--- config.mk ---
export PLATFORM = sky130hd
export DESIGN_NAME = fu_fifo
export DESIGN_NICKNAME = d
export VERILOG_FILES = /design/src/design/fu_fifo.sv
export VERILOG_INCLUDE_DIRS = /design/src /design/src/design
export SDC_FILE = /design/constraint.sdc
export NUM_CORES = 1
export LEC_CHECK = 0
export BUFFER_PORTS_ARGS = -buffer_cell sky130_fd_sc_hd__buf_2
export CAP_MARGIN = 20
export CORE_AREA = 5 5 42 44
export DETAILED_ROUTE_END_ITERATION = 8
export DIE_AREA = 0 0 47 49
export GPL_ROUTABILITY_DRIVEN = 0
export PLACE_DENSITY = 0.77
export SYNTH_ARGS = -nofsm -noshare
export SYNTH_HDL_FRONTEND = slang
export SYNTH_SLANG_ARGS = --single-unit
--- constraint.sdc ---
create_clock -name clk_i -period 2.6 [get_ports clk_i]
set_clock_uncertainty 0.2 [all_clocks]
set_input_delay 0.13 -clock clk_i [delete_from_list [all_inputs] [get_ports clk_i]]
set_output_delay 0.13 -clock clk_i [all_outputs]
set_load 0.02 [all_outputs]
--- src/design/fu_defines.svh ---
////////////////////////////////////////////////////////////
// Sizing macros for the execute unit, included by the
// package and by every module that needs a width or depth
////////////////////////////////////////////////////////////
`ifndef FU_DEFINES_SVH
`define FU_DEFINES_SVH

// Datapath width
`define FU_XLEN        32

// Low bits of operand B used as shift amount
`define FU_SHAMT_W     5

// Entries in the request FIFO between select and execute
`define FU_FIFO_DEPTH  4

// Extra cycles a multiply spends in the execute stage
`define FU_MULT_CYCLES 3

`endif

--- src/design/fu_fifo.sv ---
////////////////////////////////////////////////////////////
// Synchronous FIFO for any packed payload, valid/ready on
// both sides; a write shows at the head the next cycle
////////////////////////////////////////////////////////////
`timescale 1ns/1ps
`include "fu_defines.svh"

module fu_fifo #(
    parameter type payload_t = logic
) (
    input  logic     clk_i,
    input  logic     alu_reset_i,
    input  logic     in_valid_i,
    input  payload_t in_data_i,
    input  logic     out_ready_i,
    output logic     in_ready_o,
    output logic     out_valid_o,
    output payload_t out_data_o
);

    localparam int DEPTH = `FU_FIFO_DEPTH;
    localparam int PTR_W = (DEPTH > 1) ? $clog2(DEPTH) : 1;
    localparam int CNT_W = $clog2(DEPTH + 1);

    payload_t         mem [DEPTH];
    logic [PTR_W-1:0] wr_ptr;
    logic [PTR_W-1:0] rd_ptr;
    logic [CNT_W-1:0] count;
    logic             push;
    logic             pop;

    // Wraps at DEPTH, so the depth need not be a power of two
    function automatic logic [PTR_W-1:0] ptr_next(input logic [PTR_W-1:0] ptr);
        return (ptr == PTR_W'(DEPTH - 1)) ? '0 : ptr + 1'b1;
    endfunction

    assign in_ready_o  = (count != CNT_W'(DEPTH));
    assign out_valid_o = (count != '0);
    assign out_data_o  = mem[rd_ptr];

    assign push = in_valid_i && in_ready_o;
    assign pop  = out_valid_o && out_ready_i;

    ////////////////////////////////////////////////////////////
    // Pointers and occupancy
    ////////////////////////////////////////////////////////////
    always_ff @(posedge clk_i) begin
        if (alu_reset_i) begin
            wr_ptr <= '0;
            rd_ptr <= '0;
            count  <= '0;
        end else begin
            if (push) begin
                wr_ptr <= ptr_next(wr_ptr);
            end
            if (pop) begin
                rd_ptr <= ptr_next(rd_ptr);
            end
            case ({push, pop})
                2'b10:   count <= count + 1'b1;
                2'b01:   count <= count - 1'b1;
                default: count <= count;   // Idle or push and pop together
            endcase
        end
    end

    // Storage
    always_ff @(posedge clk_i) begin
        if (push) begin
            mem[wr_ptr] <= in_data_i;
        end
    end

    a_count_bound: assert property (@(posedge clk_i) disable iff (alu_reset_i)
        count <= CNT_W'(DEPTH));

    // Read side only moves after a cycle in which something was stored
    a_no_empty_pop: assert property (@(posedge clk_i) disable iff (alu_reset_i)
        (rd_ptr != $past(rd_ptr)) |-> ($past(count) != '0));

endmodule

==> qor.yml, run 1 <==
timing:
  drv_slew: 0
  post-route-period-util: 0.918
  setup_tns_ns: 0
  maxClockFrequency_mhz: 419
  finalSetupViolations: 0
  relSlewSlack: 0.874
  fin_crit_ns: 2.39
  hold_viol_final: 0
  rsz0062_at_grt: "false"
  tightestPinTransition_ns: 0.187
critical_path:
  path_class: "flip-flop to flip-flop"
  crit_fanout: 5
  cp_data_arrival_time_ns: 2.40
  startpoint: "count[2]"
  r2r-start: "count[2]"
  critPathLaunchType: "flip-flop"
  cp.required_ns: 2.61
  crit_path_end_kind: "flip-flop"
route:
  drtIter0Drc: 4
  drc: 0
  wl_per_cell_um: 11.0
  routed_via_density: 4.89
  firstDrtPassIters: 2
  vias: 425
  antenna_left: 0
  finalWirelength_um: 956
cells_and_area:
  final_nets: 84
  n_antenna_cell: 0
  fin_cells: 87
  area_delta_synth_final_pct: 17.5
  drive_gt1_frac: 0.254
  final_area_um2: 749
grt:
  busiest_layer: "met2"
  grt_pass1_wl_um: 1670
  grt_util_all_layers: 0.0997
  grt_max_degree: 10
  met3_usage: 0.0332
  antenna_found_initial: 0
  first_global_vias: 430
  overflow: 0
  met1_usage: 0.118
  grt_use_met2: 0.152
clocking:
  cts-htree-levels: 1
  cts-root-buf: "clkbuf_4"
  cts.path.max_buffers: 2
  numCtsBuffers: 3
  clk_latency_ns: 0.27
  path_clk_slew_ns: 0.07
  cts_tree: "done"
  postCtsSetupRepairBufs: 0
  numClockSinks: 13
floorplan:
  start_util: 0.455
  die_h_um: 49
  die_area_um2: 2300
  ios: 8
  core_area_um2: 1400
  rows: 14
  die_w_um: 47
synth:
  async_flop_share: 0
  syn-instance-count: 57
  synth_top_area_share: 0.282
  ys_top_cells_by_area: "dfxtp_1 (28%), edfxtp_1 (19%), ha_1 (12%)"
  synth_warnings: 0
  yosys-top-cells-count: "dfxtp_1 (9), ha_1 (6), inv_1 (6)"
  yosysSeqAreaShare: 0.471
  synthFlopType: "dfxtp_1"
  synth.most_common_cell: "dfxtp_1"
  post_synth.cell_area_avg_um2: 11.2
  synth-edff-count: 4
  yosysTopAreaCell: "dfxtp_1"
  ys_seq_elements: 13
  syn_area_um2: 638
  syn-num-nets: 69
  synth_cell_types: 24
flow_run:
  maxCapViolations: 0
place:
  dpl-instance-area_um2: 693
  dp_hpwl_um: 743
  io_buffers: 7
  placedCellCount: 80
power_and_ir_drop:
  peakVddDrop_v: 0.000528
  power_density_nw_per_um2: 929
  p_leak_nw: 0.335
run_status:
  outcome: "finished clean"
min_path:
  worstHoldStart: "out_ready_i"
  worstHoldPathType: "primary input to flip-flop"
## where the power goes
group / switching [W] / leakage (nW) / internal, W
registers: 0.0000389 / 0.110 / 0.000257
clock network: 0.0000615 / 0.0150 / 0.0000595
logic: 0.000148 / 0.210 / 0.000132
total: 0.000249 / 0.335 / 0.000448
## routing by layer
| metal | up-vias | routed length [µm] |
|---|---|---|
| met4 | 0 | 21 |
| li1 | 223 | - |
| met2 | 9 | 467 |
| met1 | 188 | 413 |
| met3 | 5 | 52 |
| met5 | - | 0 |
## worst paths after layout
check	endpoint	slack, ns	depth (start not counted)
max reg2reg	count[2]	0.21	8
max	count[2]	0.21	8
min reg2reg	flip-flop	0.30	2
min	flip-flop	0.11	5
## worst max-delay path, stage by stage, from the launching register on
cell and delay [ns]:
dfxtp_1 0.38, or3b_1 0.40, nand2_2 0.12, ha_1 0.19, inv_1 0.06, fa_1 0.37, xor2_1 0.16, or3_1 0.31
a21oi_1 0.14
## area by class of cell
class	count	area, µm²
well taps	16	20.0
clock buffers	4	26.3
repair buffers	12	80.1
inverters	6	22.5
fillers	137	652
flip-flops and latches	13	300
multi-input cells	36	300
## cell families after synthesis
family                     synth area share
DFF                                   0.471
xor gates and xnor gates             0.0275
adders and majority gates             0.149
muxes                                0.0667
AOI/OAI and AO/OA                    0.0706
and+or+nand+nor                       0.157
buffers and inverters                0.0588
## cell usage in the layout (no fill, tap or decap)
cell | netlist | routed
a211o_1 | 1 | 1
a21oi_1 | 3 | 3
and3_1 | 2 | 2
and3_2 | 2 | 2
buf_2 | 0 | 7
buf_4 | 0 | 2
clkbuf_1 | 0 | 1
clkbuf_4 | 0 | 3
dfxtp_1 | 9 | 9
dlygate4sd3_1 | 0 | 3
edfxtp_1 | 4 | 4
fa_1 | 1 | 1
ha_1 | 6 | 6
inv_1 | 6 | 6
mux2i_1 | 2 | 2
mux4_2 | 1 | 1
nand2_1 | 1 | 1
nand2_2 | 1 | 1
nand2b_1 | 2 | 2
nor2_1 | 4 | 4
o21ai_0 | 1 | 1
o21ai_2 | 1 | 1
o31ai_1 | 1 | 1
or3_1 | 3 | 3
or3_2 | 1 | 1
or3b_1 | 1 | 1
xor2_1 | 2 | 2
## per-stage QoR
stage	util	hold slack, ns	setup slack, ns	power, W
after floorplan	-	0.0289	0.231	0.000503
after global placement	0.495	0.152	0.268	0.000567
after detailed placement	0.495	0.160	0.231	0.000578
after CTS	0.535	0.110	0.209	0.000702
after global routing	0.535	0.150	0.0991	0.000758
final	0.535	0.106	0.213	0.000697
## timing repair
action | 4_1_cts | 5_1_grt
hold buffers | 3 | 0
resized for setup | 0 | 0
setup endpoints to repair | 0 | 0
endpoints found under the hold margin | 13 | 0
No activity file was read; power rests on OpenSTA's default activity.
==> run 2: changes to the inputs <==
PLACE_DENSITY = default   (was 0.77)
PLACE_DENSITY_LB_ADDON = 0.08   (was default)
==> run 2 against run 1 <==
Effect of this change: flip-flop and latch count did not move; core utilization increased by 0.54 points; sequential share of layout area fell by 0.40 points; combinational power grew 4%; critical endpoint unchanged; non-clock buffer count rose by 1; fmax about the same; largest power group is now combinational logic; power up 0.55%.
==> qor.yml, run 2 (synthesis gave the netlist of run 1 again) <==
critical_path:
  cp_data_arrival_time_ns: 2.39
  ff2ff_setup_slack_ns: 0.21
  crit_fanout: 5
  critPathLaunchType: "flip-flop"
  worstPathCellList: "or3b_1, nand2_2, ha_1, inv_1, fa_1, xor2_1, or3_1, a21oi_1"
  cpPeakStageDelay_ns: 0.40
  cp.required_ns: 2.61
  path_class: "flip-flop to flip-flop"
  path_delay_family: "simple AND/OR/NAND/NOR gates"
  worst-path-buf-inv: 1
  crit_path_end_kind: "flip-flop"
  crit_path_top_delay_cell: "or3b_1"
clocking:
  numClockSinks: 13
  clk_latency_ns: 0.27
  cts_tree: "done"
  postCtsSetupRepairBufs: 0
  numCtsBuffers: 3
  cts-htree-levels: 1
  cts-root-buf: "clkbuf_4"
  cts.path.max_buffers: 2
  path_clk_slew_ns: 0.08
  cts-resized-gates: 0
route:
  drc: 0
  routed_via_density: 4.75
  vias: 418
  drtIter0Drc: 3
  antenna_left: 0
  finalWirelength_um: 929
  firstDrtPassIters: 2
  wl_per_cell_um: 10.6
run_status:
  outcome: "finished clean"
timing:
  finalSetupViolations: 0
  post-route-period-util: 0.918
  tightestPinTransition_ns: 0.185
  whs_ns: 0.112
  fin_crit_ns: 2.39
  relSlewSlack: 0.875
  rsz0062_at_grt: "false"
  setup_tns_ns: 0
  maxClockFrequency_mhz: 419
  drv_slew: 0
  hold_viol_final: 0
power_and_ir_drop:
  peakVddDrop_v: 0.000517
  power_density_nw_per_um2: 925
  totalPowerFinal_w: 0.000700
  p_leak_nw: 0.340
place:
  io_buffers: 7
  dpl-instance-area_um2: 701
  dp_hpwl_um: 718
grt:
  antenna_found_initial: 0
  grt_pass1_wl_um: 1640
  overflow: 0
  grt_util_all_layers: 0.0975
  first_global_vias: 418
  grt_max_degree: 10
cells_and_area:
  final_common_cell: "dfxtp_1"
  area_delta_synth_final_pct: 18.6
  final_area_um2: 757
  drive_gt1_frac: 0.264
  layout_common_cells: "dfxtp_1 (9), buf_2 (7), inv_1 (6), ha_1 (6)"
  post-route-util: 0.540
  final_nets: 85
  n_antenna_cell: 0
flow_run:
  maxCapViolations: 0
floorplan:
  die_h_um: 49
  die_area_um2: 2300
  core_area_um2: 1400
  die_w_um: 47
  ios: 8
  start_util: 0.455
  rows: 14
min_path:
  worstHoldPathType: "primary input to flip-flop"
[run 2: routing by layer]
layer,share of wire,GRT usage,vias to the layer above
met5,0,0,-
met4,0,0.0276,0
met3,0.059,0.0554,0
met2,0.47,0.147,6
met1,0.47,0.116,188
li1,-,-,224
[run 2: timing repair]
item                                    in CTS  in global routing
endpoints found under the setup margin       0                  0
hold buffers                                 3                  0
endpoints found under the hold margin       12                  0
[run 2: path summary, 6_finish.rpt]
check | from | endpoint | cells past startpoint
hold / removal | out_ready_i | rd_ptr[0] | 5
setup reg to reg | count[2] | count[2] | 8
hold reg to reg | rd_ptr[0] | rd_ptr[0] | 2
setup / recovery | count[2] | count[2] | 8
[run 2: metrics by stage]
stage,setup slack (ns),std cells
6_report,0.213,88
5_1_grt,0.0795,88
2_1_floorplan,0.231,57
4_1_cts,0.211,88
3_5_place_dp,0.227,81
3_3_place_gp,0.261,81
[run 2: where the power goes]
group	leakage (nW)	internal [W]	switching, W
combinational	0.215	0.000139	0.000152
sequential	0.110	0.000257	0.0000330
clock	0.0150	0.0000593	0.0000602
total	0.340	0.000455	0.000245
[run 2: final cells by class]
type                    instances  area (µm²)
fillers                       130         644
repair buffers                 13        87.6
multi-input cells              36         300
flip-flops and latches         13         300
inverters                       6        22.5
clock buffers                   4        26.3
well taps                      16        20.0
[run 2: worst register-to-register path, stage by stage (launching register included)]
cell and delay, ns:
dfxtp_1 0.39, or3b_1 0.40, nand2_2 0.12, ha_1 0.19, inv_1 0.06, fa_1 0.37, xor2_1 0.16, or3_1 0.31
a21oi_1 0.14
==> run 3: changes to the inputs <==
ABC_AREA = 1   (was default)
==> run 3 against run 2 <==
Effect of this change: clock-buffer cell count unchanged; flip-flop and latch count unchanged; cell count increased by 28%; core utilization grew 2.7 points; sequential power is 4% higher; setup slack gained 0.36 ns; hold slack better by 0.18 ns; sequential share of layout area fell by 1.9 points; fmax up 18%; via count rose by 20%; wire length rose by 13%; largest power group unchanged; highest routed layer is now met4.
==> qor.yml, run 3 <==
critical_path:
  path_class: "flip-flop to flip-flop"
  worstPathCellList: "nor2_2, nand2_2, nand2_1, ha_1, inv_1, fa_1, inv_1, nand2_1, nand3_1, nand2_1, inv_1, nor2_1"
  cpPeakStageDelay_ns: 0.38
  cp_data_arrival_time_ns: 2.01
  cp.required_ns: 2.58
  crit_path_end_kind: "flip-flop"
  worst-path-buf-inv: 3
  crit_fanout: 6
  path_delay_family: "simple AND/OR/NAND/NOR gates"
  crit_path_top_delay_cell: "fa_1"
  ff2ff_setup_slack_ns: 0.57
  critPathLaunchType: "flip-flop"
timing:
  drv_slew: 0
  post-route-period-util: 0.780
  tightestPinTransition_ns: 0.201
  rsz0062_at_grt: "false"
  maxClockFrequency_mhz: 493
  hold_viol_final: 0
  relSlewSlack: 0.866
  whs_ns: 0.293
  fin_crit_ns: 2.03
  setup_tns_ns: 0
  finalSetupViolations: 0
grt:
  antenna_found_initial: 0
  met3_usage: 0.0332
  met1_usage: 0.132
  grt_pass1_wl_um: 1770
  first_global_vias: 445
  grt_util_all_layers: 0.103
  grt_use_met2: 0.156
  grt_max_degree: 8
  busiest_layer: "met2"
  overflow: 0
synth:
  syn-num-nets: 93
  post_synth.cell_area_avg_um2: 8.19
  async_flop_share: 0
  ys_top_cells_by_area: "dfxtp_1 (27%), edfxtp_1 (18%), ha_1 (11%)"
  synth_warnings: 0
  yosysSeqAreaShare: 0.453
  syn-instance-count: 81
  ys_seq_elements: 13
  yosys-top-cells-count: "inv_1 (17), nor2_1 (14), nand2_1 (11)"
  synth-edff-count: 4
  synth.most_common_cell: "inv_1"
  syn_area_um2: 663
  synth_top_area_share: 0.272
  synth_cell_types: 15
  synthFlopType: "dfxtp_1"
  yosysTopAreaCell: "dfxtp_1"
route:
  wl_per_cell_um: 9.30
  drc: 0
  finalWirelength_um: 1050
  firstDrtPassIters: 4
  antenna_left: 0
  drtIter0Drc: 7
  routed_via_density: 4.42
  vias: 500
floorplan:
  start_util: 0.473
  ios: 8
  die_h_um: 49
  die_w_um: 47
  core_area_um2: 1400
  die_area_um2: 2300
  rows: 14
power_and_ir_drop:
  p_clk_frac: 0.166
  swShare: 0.401
  peakVddDrop_v: 0.000571
  p_leak_nw: 0.388
  power_density_nw_per_um2: 928
  p_seq_frac: 0.409
  switching_power_w: 0.000295
  p_int_w: 0.000442
  totalPowerFinal_w: 0.000737
  p_comb_frac: 0.425
place:
  io_buffers: 7
  dp_hpwl_um: 767
clocking:
  cts.path.max_buffers: 2
  path_clk_slew_ns: 0.08
  numCtsBuffers: 3
  cts_tree: "done"
  postCtsSetupRepairBufs: 0
  clk_latency_ns: 0.27
  cts-htree-levels: 1
  cts-root-buf: "clkbuf_4"
  numClockSinks: 13
cells_and_area:
  final_nets: 110
  final_common_cell: "inv_1"
  layout_common_cells: "inv_1 (17), nor2_1 (14), nand2_1 (11), dfxtp_1 (9), buf_2 (7)"
  area_delta_synth_final_pct: 19.8
  n_antenna_cell: 0
  drive_gt1_frac: 0.155
min_path:
  worstHoldPathType: "flip-flop to flip-flop"
run_status:
  outcome: "finished clean"
flow_run:
  maxCapViolations: 0
## run 3: cell count changes after synthesis, moves of 3 or more
| cell | before | now |
|---|---|---|
| nand2_1 | 1 | 11 |
| or3_1 | 3 | 0 |
| o21ai_0 | 1 | 5 |
| inv_1 | 6 | 17 |
| nor2_1 | 4 | 14 |
## run 3: metal layers
metal | part of all wire | routed length (µm)
met1 | 0.49 | 511
met2 | 0.45 | 477
met3 | 0.049 | 51
met4 | 0.0095 | 10
met5 | 0 | 0
## run 3: area by class of cell
| cell class | count | area [µm²] |
|---|---|---|
| fill | 139 | 607 |
| timing repair buffer | 12 | 85.1 |
| inverter | 17 | 63.8 |
| clock buffer | 4 | 26.3 |
| multi-input combinational | 51 | 299 |
| sequential | 13 | 300 |
| tap | 16 | 20.0 |
## run 3: through the flow
stage / cell area, µm² / std cells / setup slack [ns] / util
2_1_floorplan: 663 / 81 / 0.647 / -
5_1_grt: 795 / 113 / 0.409 / 0.567
4_1_cts: 795 / 113 / 0.571 / 0.567
3_5_place_dp: 718 / 104 / 0.596 / 0.513
3_3_place_gp: 718 / 104 / 0.644 / 0.513
6_report: 795 / 113 / 0.573 / 0.567
## run 3: path summary, 6_finish.rpt
path / cells after the start / start / to
max: 12 / count[0] / count[2]
min: 1 / count[0] / count[0]
max reg2reg: 12 / count[0] / count[2]
min reg2reg: 1 / count[0] / count[0]
## run 3: repair_timing
item,4_1_cts,5_1_grt
hold buffers,5,0
endpoints found under the hold margin,10,0
gates resized for setup,0,0
## run 3: power by group through the flow
stage,combinational (W),sequential [W],clock [W]
6_report,0.000313,0.000301,0.000122
5_1_grt,0.000356,0.000310,0.000136
4_1_cts,0.000317,0.000302,0.000126
3_5_place_dp,0.000307,0.000307,0
3_3_place_gp,0.000305,0.000306,0
2_1_floorplan,0.000240,0.000298,0
## run 3: kinds of logic after synthesis
kind of cell / after synthesis / share of synthesized area
compound gates: 10 / 0.0755
simple gates: 34 / 0.232
buf+inv: 17 / 0.0962
flops: 13 / 0.453
fa+ha+maj: 7 / 0.143
