<file path="config.mk">
export PLATFORM = sky130hd
export DESIGN_NAME = operand_select
export DESIGN_NICKNAME = d
export VERILOG_FILES = /design/src/design/fu_pkg.sv /design/src/design/operand_select.sv
export VERILOG_INCLUDE_DIRS = /design/src /design/src/design
export SDC_FILE = /design/constraint.sdc
export NUM_CORES = 1
export LEC_CHECK = 0
export BUFFER_PORTS_ARGS = -buffer_cell sky130_fd_sc_hd__buf_2
export CAP_MARGIN = 20
export CORE_AREA = 2 2 123 125
export CTS_BUF_LIST = sky130_fd_sc_hd__clkbuf_2
export CTS_CLUSTER_DIAMETER = 80
export CTS_CLUSTER_SIZE = 16
export DETAILED_ROUTE_END_ITERATION = 8
export DIE_AREA = 0 0 125 127
export HOLD_SLACK_MARGIN = 0.06
export PLACE_DENSITY = 0.74
export SYNTH_ARGS = -nofsm -noshare
export SYNTH_HDL_FRONTEND = slang
export SYNTH_SLANG_ARGS = --single-unit
</file>
<file path="constraint.sdc">
create_clock -name clk_i -period 3.8 [get_ports clk_i]
set_input_delay 0 -clock clk_i [delete_from_list [all_inputs] [get_ports clk_i]]
set_output_delay 0 -clock clk_i [all_outputs]
set_load 0.02 [all_outputs]
</file>
<file path="src/design/fu_defines.svh">
////////////////////////////////////////////////////////////
// Sizing macros for the execute unit, included by the
// package and by every module that needs a width or depth
////////////////////////////////////////////////////////////
`ifndef FU_DEFINES_SVH
`define FU_DEFINES_SVH

// Datapath width
`define FU_XLEN        32

// Low bits of operand B used as shift amount
`define FU_SHAMT_W     5

// Entries in the request FIFO between select and execute
`define FU_FIFO_DEPTH  4

// Extra cycles a multiply spends in the execute stage
`define FU_MULT_CYCLES 3

`endif

</file>
<file path="src/design/fu_pkg.sv">
////////////////////////////////////////////////////////////
// Operation codes and the packets passed between the
// execute pipeline stages
////////////////////////////////////////////////////////////
`include "fu_defines.svh"

package fu_pkg;

    ////////////////////////////////////////////////////////////
    // Operation and operand-source encodings
    ////////////////////////////////////////////////////////////
    typedef enum logic [3:0] {
        ALU_ADD    = 4'h0,
        ALU_SUB    = 4'h1,
        ALU_AND    = 4'h2,
        ALU_SLT    = 4'h3,
        ALU_SLTU   = 4'h4,
        ALU_OR     = 4'h5,
        ALU_XOR    = 4'h6,
        ALU_SRL    = 4'h7,
        ALU_SLL    = 4'h8,
        ALU_SRA    = 4'h9,
        ALU_MUL    = 4'hA,   // Low half, signed x signed
        ALU_MULH   = 4'hB,
        ALU_MULHSU = 4'hC,
        ALU_MULHU  = 4'hD
    } alu_func_e;

    typedef enum logic [1:0] {
        OPA_RS1  = 2'd0,
        OPA_NPC  = 2'd1,
        OPA_PC   = 2'd2,
        OPA_ZERO = 2'd3
    } opa_sel_e;

    // Codes 6 and 7 are unused
    typedef enum logic [2:0] {
        OPB_RS2   = 3'd0,
        OPB_I_IMM = 3'd1,
        OPB_S_IMM = 3'd2,
        OPB_B_IMM = 3'd3,
        OPB_U_IMM = 3'd4,
        OPB_J_IMM = 3'd5
    } opb_sel_e;

    ////////////////////////////////////////////////////////////
    // Stage packets
    ////////////////////////////////////////////////////////////

    // Decoded instruction as issued into the unit
    typedef struct packed {
        logic [`FU_XLEN-1:0] pc;
        logic [`FU_XLEN-1:0] npc;
        logic [`FU_XLEN-1:0] inst;
        logic [`FU_XLEN-1:0] rs1_value;
        logic [`FU_XLEN-1:0] rs2_value;
        opa_sel_e            opa_sel;
        opb_sel_e            opb_sel;
        alu_func_e           alu_func;
        logic                cond_branch;
        logic                uncond_branch;
    } fu_packet_t;

    // Operands resolved, waiting for the execute stage
    typedef struct packed {
        logic [`FU_XLEN-1:0] opa;
        logic [`FU_XLEN-1:0] opb;
        logic [`FU_XLEN-1:0] rs1_value;   // Kept for the branch compare
        logic [`FU_XLEN-1:0] rs2_value;
        logic [2:0]          funct3;
        alu_func_e           alu_func;
        logic                cond_branch;
        logic                uncond_branch;
    } exec_req_t;

    typedef struct packed {
        logic [`FU_XLEN-1:0] result;
        logic                take_branch;
    } fu_result_t;

endpackage

</file>
<file path="src/design/operand_select.sv">
////////////////////////////////////////////////////////////
// Issue stage: registers a decoded packet and resolves
// operand A, operand B and the branch fields into a request
////////////////////////////////////////////////////////////
`timescale 1ns/1ps
`include "fu_defines.svh"

module operand_select
    import fu_pkg::*;
(
    input  logic       clk_i,
    input  logic       alu_reset_i,
    input  logic       issue_valid_i,
    input  fu_packet_t issue_packet_i,
    input  logic       req_ready_i,
    output logic       issue_ready_o,
    output logic       req_valid_o,
    output exec_req_t  req_o
);

    logic [`FU_XLEN-1:0] inst;
    logic [`FU_XLEN-1:0] imm_i;
    logic [`FU_XLEN-1:0] imm_s;
    logic [`FU_XLEN-1:0] imm_b;
    logic [`FU_XLEN-1:0] imm_u;
    logic [`FU_XLEN-1:0] imm_j;
    logic [`FU_XLEN-1:0] opa_mux;
    logic [`FU_XLEN-1:0] opb_mux;
    logic                issue_fire;
    exec_req_t           req_d;

    assign inst = issue_packet_i.inst;

    ////////////////////////////////////////////////////////////
    // RV32 immediate decode, all sign-extended from bit 31
    ////////////////////////////////////////////////////////////
    assign imm_i = {{(`FU_XLEN-12){inst[31]}}, inst[31:20]};
    assign imm_s = {{(`FU_XLEN-12){inst[31]}}, inst[31:25], inst[11:7]};
    assign imm_b = {{(`FU_XLEN-13){inst[31]}}, inst[31], inst[7], inst[30:25],
                    inst[11:8], 1'b0};
    assign imm_u = {inst[31:12], 12'b0};
    assign imm_j = {{(`FU_XLEN-21){inst[31]}}, inst[31], inst[19:12], inst[20],
                    inst[30:21], 1'b0};

    always_comb begin
        case (issue_packet_i.opa_sel)
            OPA_RS1: opa_mux = issue_packet_i.rs1_value;
            OPA_NPC: opa_mux = issue_packet_i.npc;
            OPA_PC:  opa_mux = issue_packet_i.pc;
            default: opa_mux = '0;   // OPA_ZERO
        endcase
    end

    always_comb begin
        case (issue_packet_i.opb_sel)
            OPB_RS2:   opb_mux = issue_packet_i.rs2_value;
            OPB_I_IMM: opb_mux = imm_i;
            OPB_S_IMM: opb_mux = imm_s;
            OPB_B_IMM: opb_mux = imm_b;
            OPB_U_IMM: opb_mux = imm_u;
            OPB_J_IMM: opb_mux = imm_j;
            default:   opb_mux = '0;
        endcase
    end

    always_comb begin
        req_d.opa           = opa_mux;
        req_d.opb           = opb_mux;
        req_d.rs1_value     = issue_packet_i.rs1_value;
        req_d.rs2_value     = issue_packet_i.rs2_value;
        req_d.funct3        = inst[14:12];
        req_d.alu_func      = issue_packet_i.alu_func;
        req_d.cond_branch   = issue_packet_i.cond_branch;
        req_d.uncond_branch = issue_packet_i.uncond_branch;
    end

    ////////////////////////////////////////////////////////////
    // Single output slot
    ////////////////////////////////////////////////////////////
    assign issue_ready_o = !req_valid_o || req_ready_i;   // Empty or draining
    assign issue_fire    = issue_valid_i && issue_ready_o;

    always_ff @(posedge clk_i) begin
        if (alu_reset_i) begin
            req_valid_o <= 1'b0;
        end else if (issue_fire) begin
            req_valid_o <= 1'b1;
        end else if (req_ready_i) begin
            req_valid_o <= 1'b0;
        end
    end

    always_ff @(posedge clk_i) begin
        if (issue_fire) begin
            req_o <= req_d;
        end
    end

    // Upstream decoder must only offer defined operand B sources
    a_opb_sel_legal: assert property (@(posedge clk_i) disable iff (alu_reset_i)
        issue_valid_i |-> issue_packet_i.opb_sel inside
            {OPB_RS2, OPB_I_IMM, OPB_S_IMM, OPB_B_IMM, OPB_U_IMM, OPB_J_IMM});

endmodule

</file>
==> results of run 1 <==
cells in the mapped netlist (2+ instances only):
cell	number
nand2_1	52
buf_2	4
nor2b_1	3
o21a_1	2
buf_4	11
a22oi_1	11
o21ai_2	10
a21oi_1	9
edfxtp_1	137
clkbuf_2	2
buf_6	2
clkbuf_1	4
o21ai_1	7
mux2i_1	45
o21ai_0	44
inv_1	2
kinds of logic after synthesis:
family / after synthesis
flip-flops: 138
AO/OA/AOI/OAI: 86
AND/OR/NAND/NOR: 65
multiplexers: 45
buffers and inverters: 26
through the flow:
stage               std cells  cell area, µm²  setup slack (ns)
global placement          828            7180              1.91
floorplan                 360            5560              1.00
detailed placement        828            7180              1.85
==> impl_metrics.tcl, run 1 <==
set metrics [dict create \
    synth_mux_area_share_pct 8.10 \
    rows 44 \
    postCtsResizedCells 0 \
    yosysWarnings 0 \
    synth_enable_flop_cells 137 \
    ctsHtreeMaxLevel 4 \
    synthDistinctLibCells 31 \
    cts_root_buf "clkbuf_2" \
    synthTopCellsByArea "edfxtp_1 (74%), mux2i_1 (8.1%), o21ai_0 (4.0%), nand2_1 (3.5%), o21ai_2 (1.6%)" \
    dp_hpwl_um 11400 \
    die_h_um 127 \
    status "aborted with a tool error" \
    error "[ERROR RSZ-0060] Max buffer count reached." \
    postCtsSetupRepairBufs 0 \
    cts_hold_buffers 173 \
    clock_sinks 138 \
    synth_top_area_share_pct 74.0 \
    syn_nets 535 \
    synthArstFlopShare_pct 0 \
    synth_area_mm2 0.00556 \
    gp_congestion 0.915 \
    numPortBuffers 306 \
    ys_seq_area_share_pct 74.3 \
    synthAdderAreaFrac_pct 0 \
    yosysTopAreaCell "edfxtp_1" \
    pin_count 314 \
    synth-xor-area-share_pct 0 \
    numCtsBuffers 17 \
    synth_ff_type "edfxtp_1" \
    synthCells 360 \
    syn_area_per_cell_um2 15.4 \
    synth_compound_area_share_pct 9.16 \
    synthSimpleGateAreaFrac_pct 5.20 \
    start_util_pct 38.5 \
    synth-seq-cells 138 \
    cts_buffer_depth 2 \
    synth_top_family_by_area "compound AO/OA/AOI/OAI gates" \
    stop_stage "clock tree synthesis" \
    dieWidth_um 125 \
]
==> run 2, diff against run 1 <==
Settings changed: CORE_AREA 2 2 123 125 to default, CORE_UTILIZATION from default to 30, CTS_BUF_LIST sky130_fd_sc_hd__clkbuf_2 to default, CTS_CLUSTER_DIAMETER 80 to default, CTS_CLUSTER_SIZE 16 to default, DIE_AREA 0 0 125 127 to default, HOLD_SLACK_MARGIN 0.06 to default, PLACE_DENSITY 0.74 to default, PLACE_DENSITY_LB_ADDON from default to 0.15.
Clock period 3.8 ns to 4.9 ns, I/O delays scaled along.
==> run 2 against run 1 <==
The flow now finishes, with violations (design-rule violations). Synthesized area stayed put. Synthesized cell count stayed put.
==> impl_metrics.tcl, run 2 <==
set metrics [dict create \
    first_pass_iters 6 \
    routed.top_layer "met4" \
    syn_nets 535 \
    grt.total_usage_pct 18.5 \
    fin_nets 1001 \
    power_density_mw_per_mm2 334 \
    fin_area_mm2 0.00942 \
    synth_mux_area_share_pct 8.10 \
    p_int_mw 2.34 \
    finalMaxSlewViolations 0 \
    finClkSkew_ns 0.00757 \
    diodes 0 \
    synth-seq-cells 138 \
    cp-end-kind "flip-flop" \
    rsz0062_at_grt "false" \
    gp_congestion 0.753 \
    antenna_left 0 \
    clock_sinks 138 \
    power_switching_uw 811 \
    critical_path.max_stage_delay_ns 0.76 \
    hold_viol 0 \
    setup-violations-final 0 \
    die_h_um 138 \
    synthTopCellsByCount "edfxtp_1 (137), nand2_1 (52), mux2i_1 (45)" \
    synthArstFlopShare_pct 0 \
    wire_per_inst_um 16.2 \
    syn_area_per_cell_um2 15.4 \
    reg_top3 "req_o (137), req_valid_o (1)" \
    area_delta_synth_final_pct 69.5 \
    start_util_pct 30.7 \
    rows 49 \
    synthCells 360 \
    synth_top_family_by_area "compound AO/OA/AOI/OAI gates" \
    via_count 4823 \
    pwr-share-seq_pct 45.0 \
    worst_slew_pin_slew_ns 0.964 \
    ctsHtreeMaxLevel 4 \
    largest_register_ffs 137 \
    dieWidth_um 138 \
    numCtsBuffers 17 \
    synth_enable_flop_cells 137 \
    fin_crit_ns 2.06 \
    wl_um 17300 \
    synthSimpleGateAreaFrac_pct 5.20 \
    grt_pass1_wl_um 27200 \
    vdd_drop_max_uv 221 \
    synth_most_common_cell "edfxtp_1" \
    p_clk_share_pct 38.5 \
    regMostFlops "req_o" \
    clock.fmax_mhz 485 \
    dpl_cell_area_mm2 0.00725 \
    dp_hpwl_um 11300 \
    synth-xor-area-share_pct 0 \
    ys_seq_area_share_pct 74.3 \
    synth_area_mm2 0.00556 \
    synth_ff_type "edfxtp_1" \
    finalSetupTns_ns 0 \
    clkLatencyLatePin_ns 0.41 \
    drc 50 \
    drive_gt1_share_pct 42.2 \
    yosysWarnings 0 \
    slew_headroom_pct 35.8 \
    cts_buffer_depth 2 \
    synthTopCellsByArea "edfxtp_1 (74%), mux2i_1 (8.1%), o21ai_0 (4.0%), nand2_1 (3.5%), o21ai_2 (1.6%)" \
    nFillCells 1588 \
    crit_arrival_ns 2.13 \
    path_clk_slew_ns 0.06 \
    synth_top_area_share_pct 74.0 \
    worstSetupPathType "reg2reg" \
    worst-endpoint-required_ns 4.97 \
    coreArea_mm2 0.0181 \
    dr_wl_met2_um 8660 \
    combPwrFrac_pct 16.5 \
    numPortBuffers 306 \
    antenna_found_initial 0 \
    synthDistinctLibCells 31 \
    wl_met1_um 6910 \
    slowest_stage "and2_4" \
    postCtsSetupRepairBufs 0 \
    swShare_pct 25.8 \
    grt_max_degree 71 \
    cap_violations 0 \
    final_core_util_pct 52.1 \
    holdWs_ns 0.00305 \
    dr_wl_met3_um 1420 \
    overflow 0 \
    cts_tree "done" \
    die_area_mm2 0.0191 \
    drtIter0Drc 252 \
    violations "design-rule violations" \
    vias_per_cell 4.52 \
    cts_root_buf "clkbuf_16" \
    synthAdderAreaFrac_pct 0 \
    layout_commonest_cell "buf_2" \
    startpoint_type "flip-flop" \
    min_path_type "in2reg" \
    synth_compound_area_share_pct 9.16 \
    crit_fanout 70 \
    status "complete, but fails checks" \
    pin_count 314 \
    p_leak_nw 4.08 \
    period_share_pct 42.1 \
    crit_chain "nand2b_1, and2_4, buf_12" \
    mostFrequentLayoutCells "buf_2 (306), dlygate4sd3_1 (162), edfxtp_1 (137)" \
    yosysTopAreaCell "edfxtp_1" \
    grt_pass1_vias 5173 \
]
==> run 2: cell counts after synthesis <==
No cell type changed its count.
==> run 2: what timing repair did <==
action / 4_1_cts / 5_1_grt
gates resized for setup: 0 / 0
hold buffers: 162 / 0
endpoints found under the hold margin: 136 / 0
setup endpoints to repair: 0 / 0
==> run 2: logic make-up after synthesis <==
family                 after synthesis
DFF                                138
and+or+nand+nor                     65
buffers and inverters               26
AOI/OAI and AO/OA                   86
muxes                               45
==> run 2: final timing paths <==
check,end,from,slack [ns],cells after the start
min reg2reg,req_valid_o,req_valid_o,1.09,3
max reg2reg,req_o[110],req_valid_o,2.84,3
min,req_o[122],issue_packet_i[156],0.003,3
max,req_o[110],req_valid_o,2.84,3
==> run 2: critical path: cells and delay by family, from the launching register on <==
family                 cells  cell delay (ns)
DFF                        1             0.31
buffers and inverters      1             0.42
and+or+nand+nor            2             0.87
==> run 2: layer usage <==
| metal | up-vias | GRT usage [%] |
|---|---|---|
| met5 | - | 0 |
| met4 | 0 | 7.39 |
| met3 | 21 | 5.96 |
| met2 | 222 | 32.7 |
| met1 | 2279 | 20.6 |
| li1 | 2301 | - |
==> run 2: cell type report <==
type	count	area [µm²]	area share (%)
Timing Repair Buffer	471	3190	33.8
Sequential cell	138	4130	43.9
Clock inverter	13	120	1.27
Multi-Input combinational cell	196	1250	13.3
Clock buffer	19	433	4.59
Tap cell	229	287	3.04
Inverter	2	7.51	0.0797
==> run 2: through the flow <==
step	setup WS [ns]	total power, mW	instances
floorplan	0.587	1.67	360
global placement	2.92	1.84	874
detailed placement	2.86	1.85	874
CTS	2.86	3.18	1068
global route	2.72	3.26	1068
finish	2.84	3.15	1068
==> run 2: power groups by stage <==
stage | logic [mW] | registers (mW) | clock network, mW
4_1_cts | 0.519 | 1.42 | 1.24
3_3_place_gp | 0.402 | 1.44 | 0
3_5_place_dp | 0.405 | 1.44 | 0
2_1_floorplan | 0.119 | 1.55 | 0
6_report | 0.520 | 1.42 | 1.21
5_1_grt | 0.556 | 1.42 | 1.29
Power figures use the tool's default switching activity.
==> run 3, diff against run 2 <==
Clock period 4.9 ns to 2 ns, I/O delays scaled along.
==> run 3 against run 2 <==
The run still ends with design-rule violations left. Die area stayed put. Non-clock buffer count rose by 2. Combinational power rose by 150%. Sequential share of layout area fell by 0.31 points. Clock skew up 0.0036 ns. Sequential cell count unchanged. Via count rose by 0.95%. Clock power grew to 2.5 times the previous value. Sequential power grew 140%. Register-to-register slack worse by 2.3 ns. Worst setup slack worse by 2.4 ns. Largest cell class unchanged.
==> impl_metrics.tcl, run 3 (synthesized netlist as in run 2, its figures left out) <==
set metrics [dict create \
    status "complete, but fails checks" \
    violations "design-rule violations" \
    antenna_left 0 \
    min_path_type "in2reg" \
    vias_per_cell 4.55 \
    worstSetupPathType "in2reg" \
    rsz0062_at_grt "false" \
    finClkSkew_ns 0.0112 \
    area_delta_synth_final_pct 70.7 \
    rrSetupSlack_ns 0.56 \
    clock_sinks 138 \
    r2r-start "req_valid_o" \
    antenna_found_initial 0 \
    gp_congestion 0.741 \
    drive_gt1_share_pct 42.7 \
    vdd_drop_max_uv 537 \
    slew_headroom_pct 54.0 \
    p_leak_nw 4.12 \
    rows 49 \
    power_switching_mw 1.92 \
    slowest_stage "dlygate4sd3_1" \
    coreArea_mm2 0.0181 \
    die_area_mm2 0.0191 \
    hold_start "issue_packet_i[168]" \
    r2r-end "req_o[34]" \
    clkLatencyLatePin_ns 0.41 \
    postCtsSetupRepairBufs 0 \
    grt_pass1_wl_um 27400 \
    clock.fmax_mhz 626 \
    cts_buffer_depth 2 \
    startpoint_type "input port" \
    ctsHtreeMaxLevel 4 \
    fin_crit_ns 1.60 \
    critical_path.max_stage_delay_ns 0.58 \
    numPortBuffers 306 \
    hold_viol 0 \
    combPwrFrac_pct 16.4 \
    worst-endpoint-required_ns 2.15 \
    fin_nets 1003 \
    start_util_pct 30.7 \
    setup-violations-final 0 \
    power_density_mw_per_mm2 821 \
    grt_max_degree 76 \
    cts_hold_buffers 160 \
    crit_family "buffers and inverters" \
    crit_fanout 21 \
    cts_root_buf "clkbuf_16" \
    overflow 0 \
    numCtsBuffers 17 \
    postCtsResizedCells 0 \
    dieWidth_um 138 \
    cap_violations 0 \
    pin_count 314 \
    mostFrequentLayoutCells "buf_2 (306), dlygate4sd3_1 (160), edfxtp_1 (137)" \
    p_int_mw 5.87 \
    diodes 0 \
    layout_commonest_cell "buf_2" \
    wire_per_inst_um 16.2 \
    crit_buf_inv 3 \
    finalSetupTns_ns 0 \
    place_ws_ns 0.547 \
    largest_register_ffs 137 \
    p_clk_share_pct 39.0 \
    crit_chain "buf_2, buf_4, mux2i_1, o21ai_0, dlygate4sd3_1" \
    finalMaxSlewViolations 0 \
    pwr-share-seq_pct 44.5 \
    drc 50 \
    period_share_pct 79.8 \
    swShare_pct 24.7 \
    reg2regPathDepth 3 \
    holdWs_ns 0.0182 \
    wl_um 17300 \
    via_count 4869 \
    grt.total_usage_pct 18.5 \
    reg_top3 "req_o (137), req_valid_o (1)" \
    drtIter0Drc 212 \
    path_clk_slew_ns 0.06 \
    grt_pass1_vias 5327 \
    die_h_um 138 \
    cts_tree "done" \
    dp_hpwl_um 11400 \
    regMostFlops "req_o" \
    cp-end-kind "flip-flop" \
    hold_end "req_o[134]" \
    worst_slew_pin_slew_ns 0.688 \
    fin_ws_ns 0.403 \
    crit_arrival_ns 1.75 \
    first_pass_iters 7 \
    hold_depth 3 \
]
==> run 3: changes by cell type in the layout (fill, tap and decap cells not counted), moves of 2 or more <==
cell,before,now
buf_12,1,3
buf_4,2,4
dlygate4sd3_1,162,160
clkbuf_8,0,4
inv_6,3,1
==> run 3: metal layers <==
layer	GRT usage [%]	part of all wire, %	vias up
met5	0	0	-
met4	7.16	1.9	0
met3	6.10	7.9	23
met2	33.2	51	217
met1	20.2	39	2329
li1	-	-	2300
==> run 3: power groups by stage <==
stage               clock [mW]  sequential (mW)  combinational [mW]
floorplan                    0             3.79               0.293
global placement             0             3.52               0.995
detailed placement           0             3.53                1.01
CTS                       3.14             3.47                1.28
global route              3.24             3.49                1.37
finish                    3.04             3.47                1.28
==> run 3: tightest hold or removal path, cell delays in order <==
cell     delay, ns
buf_2         0.08
mux2i_1       0.05
o21ai_0       0.18
==> run 3: layout make-up <==
class | instances | area, µm²
inverters | 2 | 7.51
multi-input cells | 196 | 1260
clock buffers | 24 | 492
fillers | 1591 | 8600
well taps | 229 | 287
repair buffers | 473 | 3220
flip-flops and latches | 138 | 4130
clock inverters | 8 | 86.3
==> run 3: worst max path at each step <==
stage / startpoint / endpoint / slack [ns] / cells after the start
after floorplan: req_valid_o / req_o[0] / 0.04 / 2
after CTS: issue_packet_i[10] / req_o[105] / 0.45 / 5
final: issue_packet_i[10] / req_o[120] / 0.40 / 5
after global placement: issue_packet_i[10] / req_o[113] / 0.58 / 4
after global routing: issue_packet_i[10] / req_o[107] / 0.33 / 5
after detailed placement: issue_packet_i[10] / req_o[105] / 0.55 / 4
==> run 3: metrics by stage <==
stage	area, µm²	power (mW)	utilization [%]	std cells
CTS	9490	7.89	52.5	1070
finish	9490	7.79	52.5	1070
floorplan	5570	4.08	-	360
detailed placement	7310	4.54	40.4	878
global route	9490	8.10	52.5	1070
global placement	7310	4.52	40.4	878
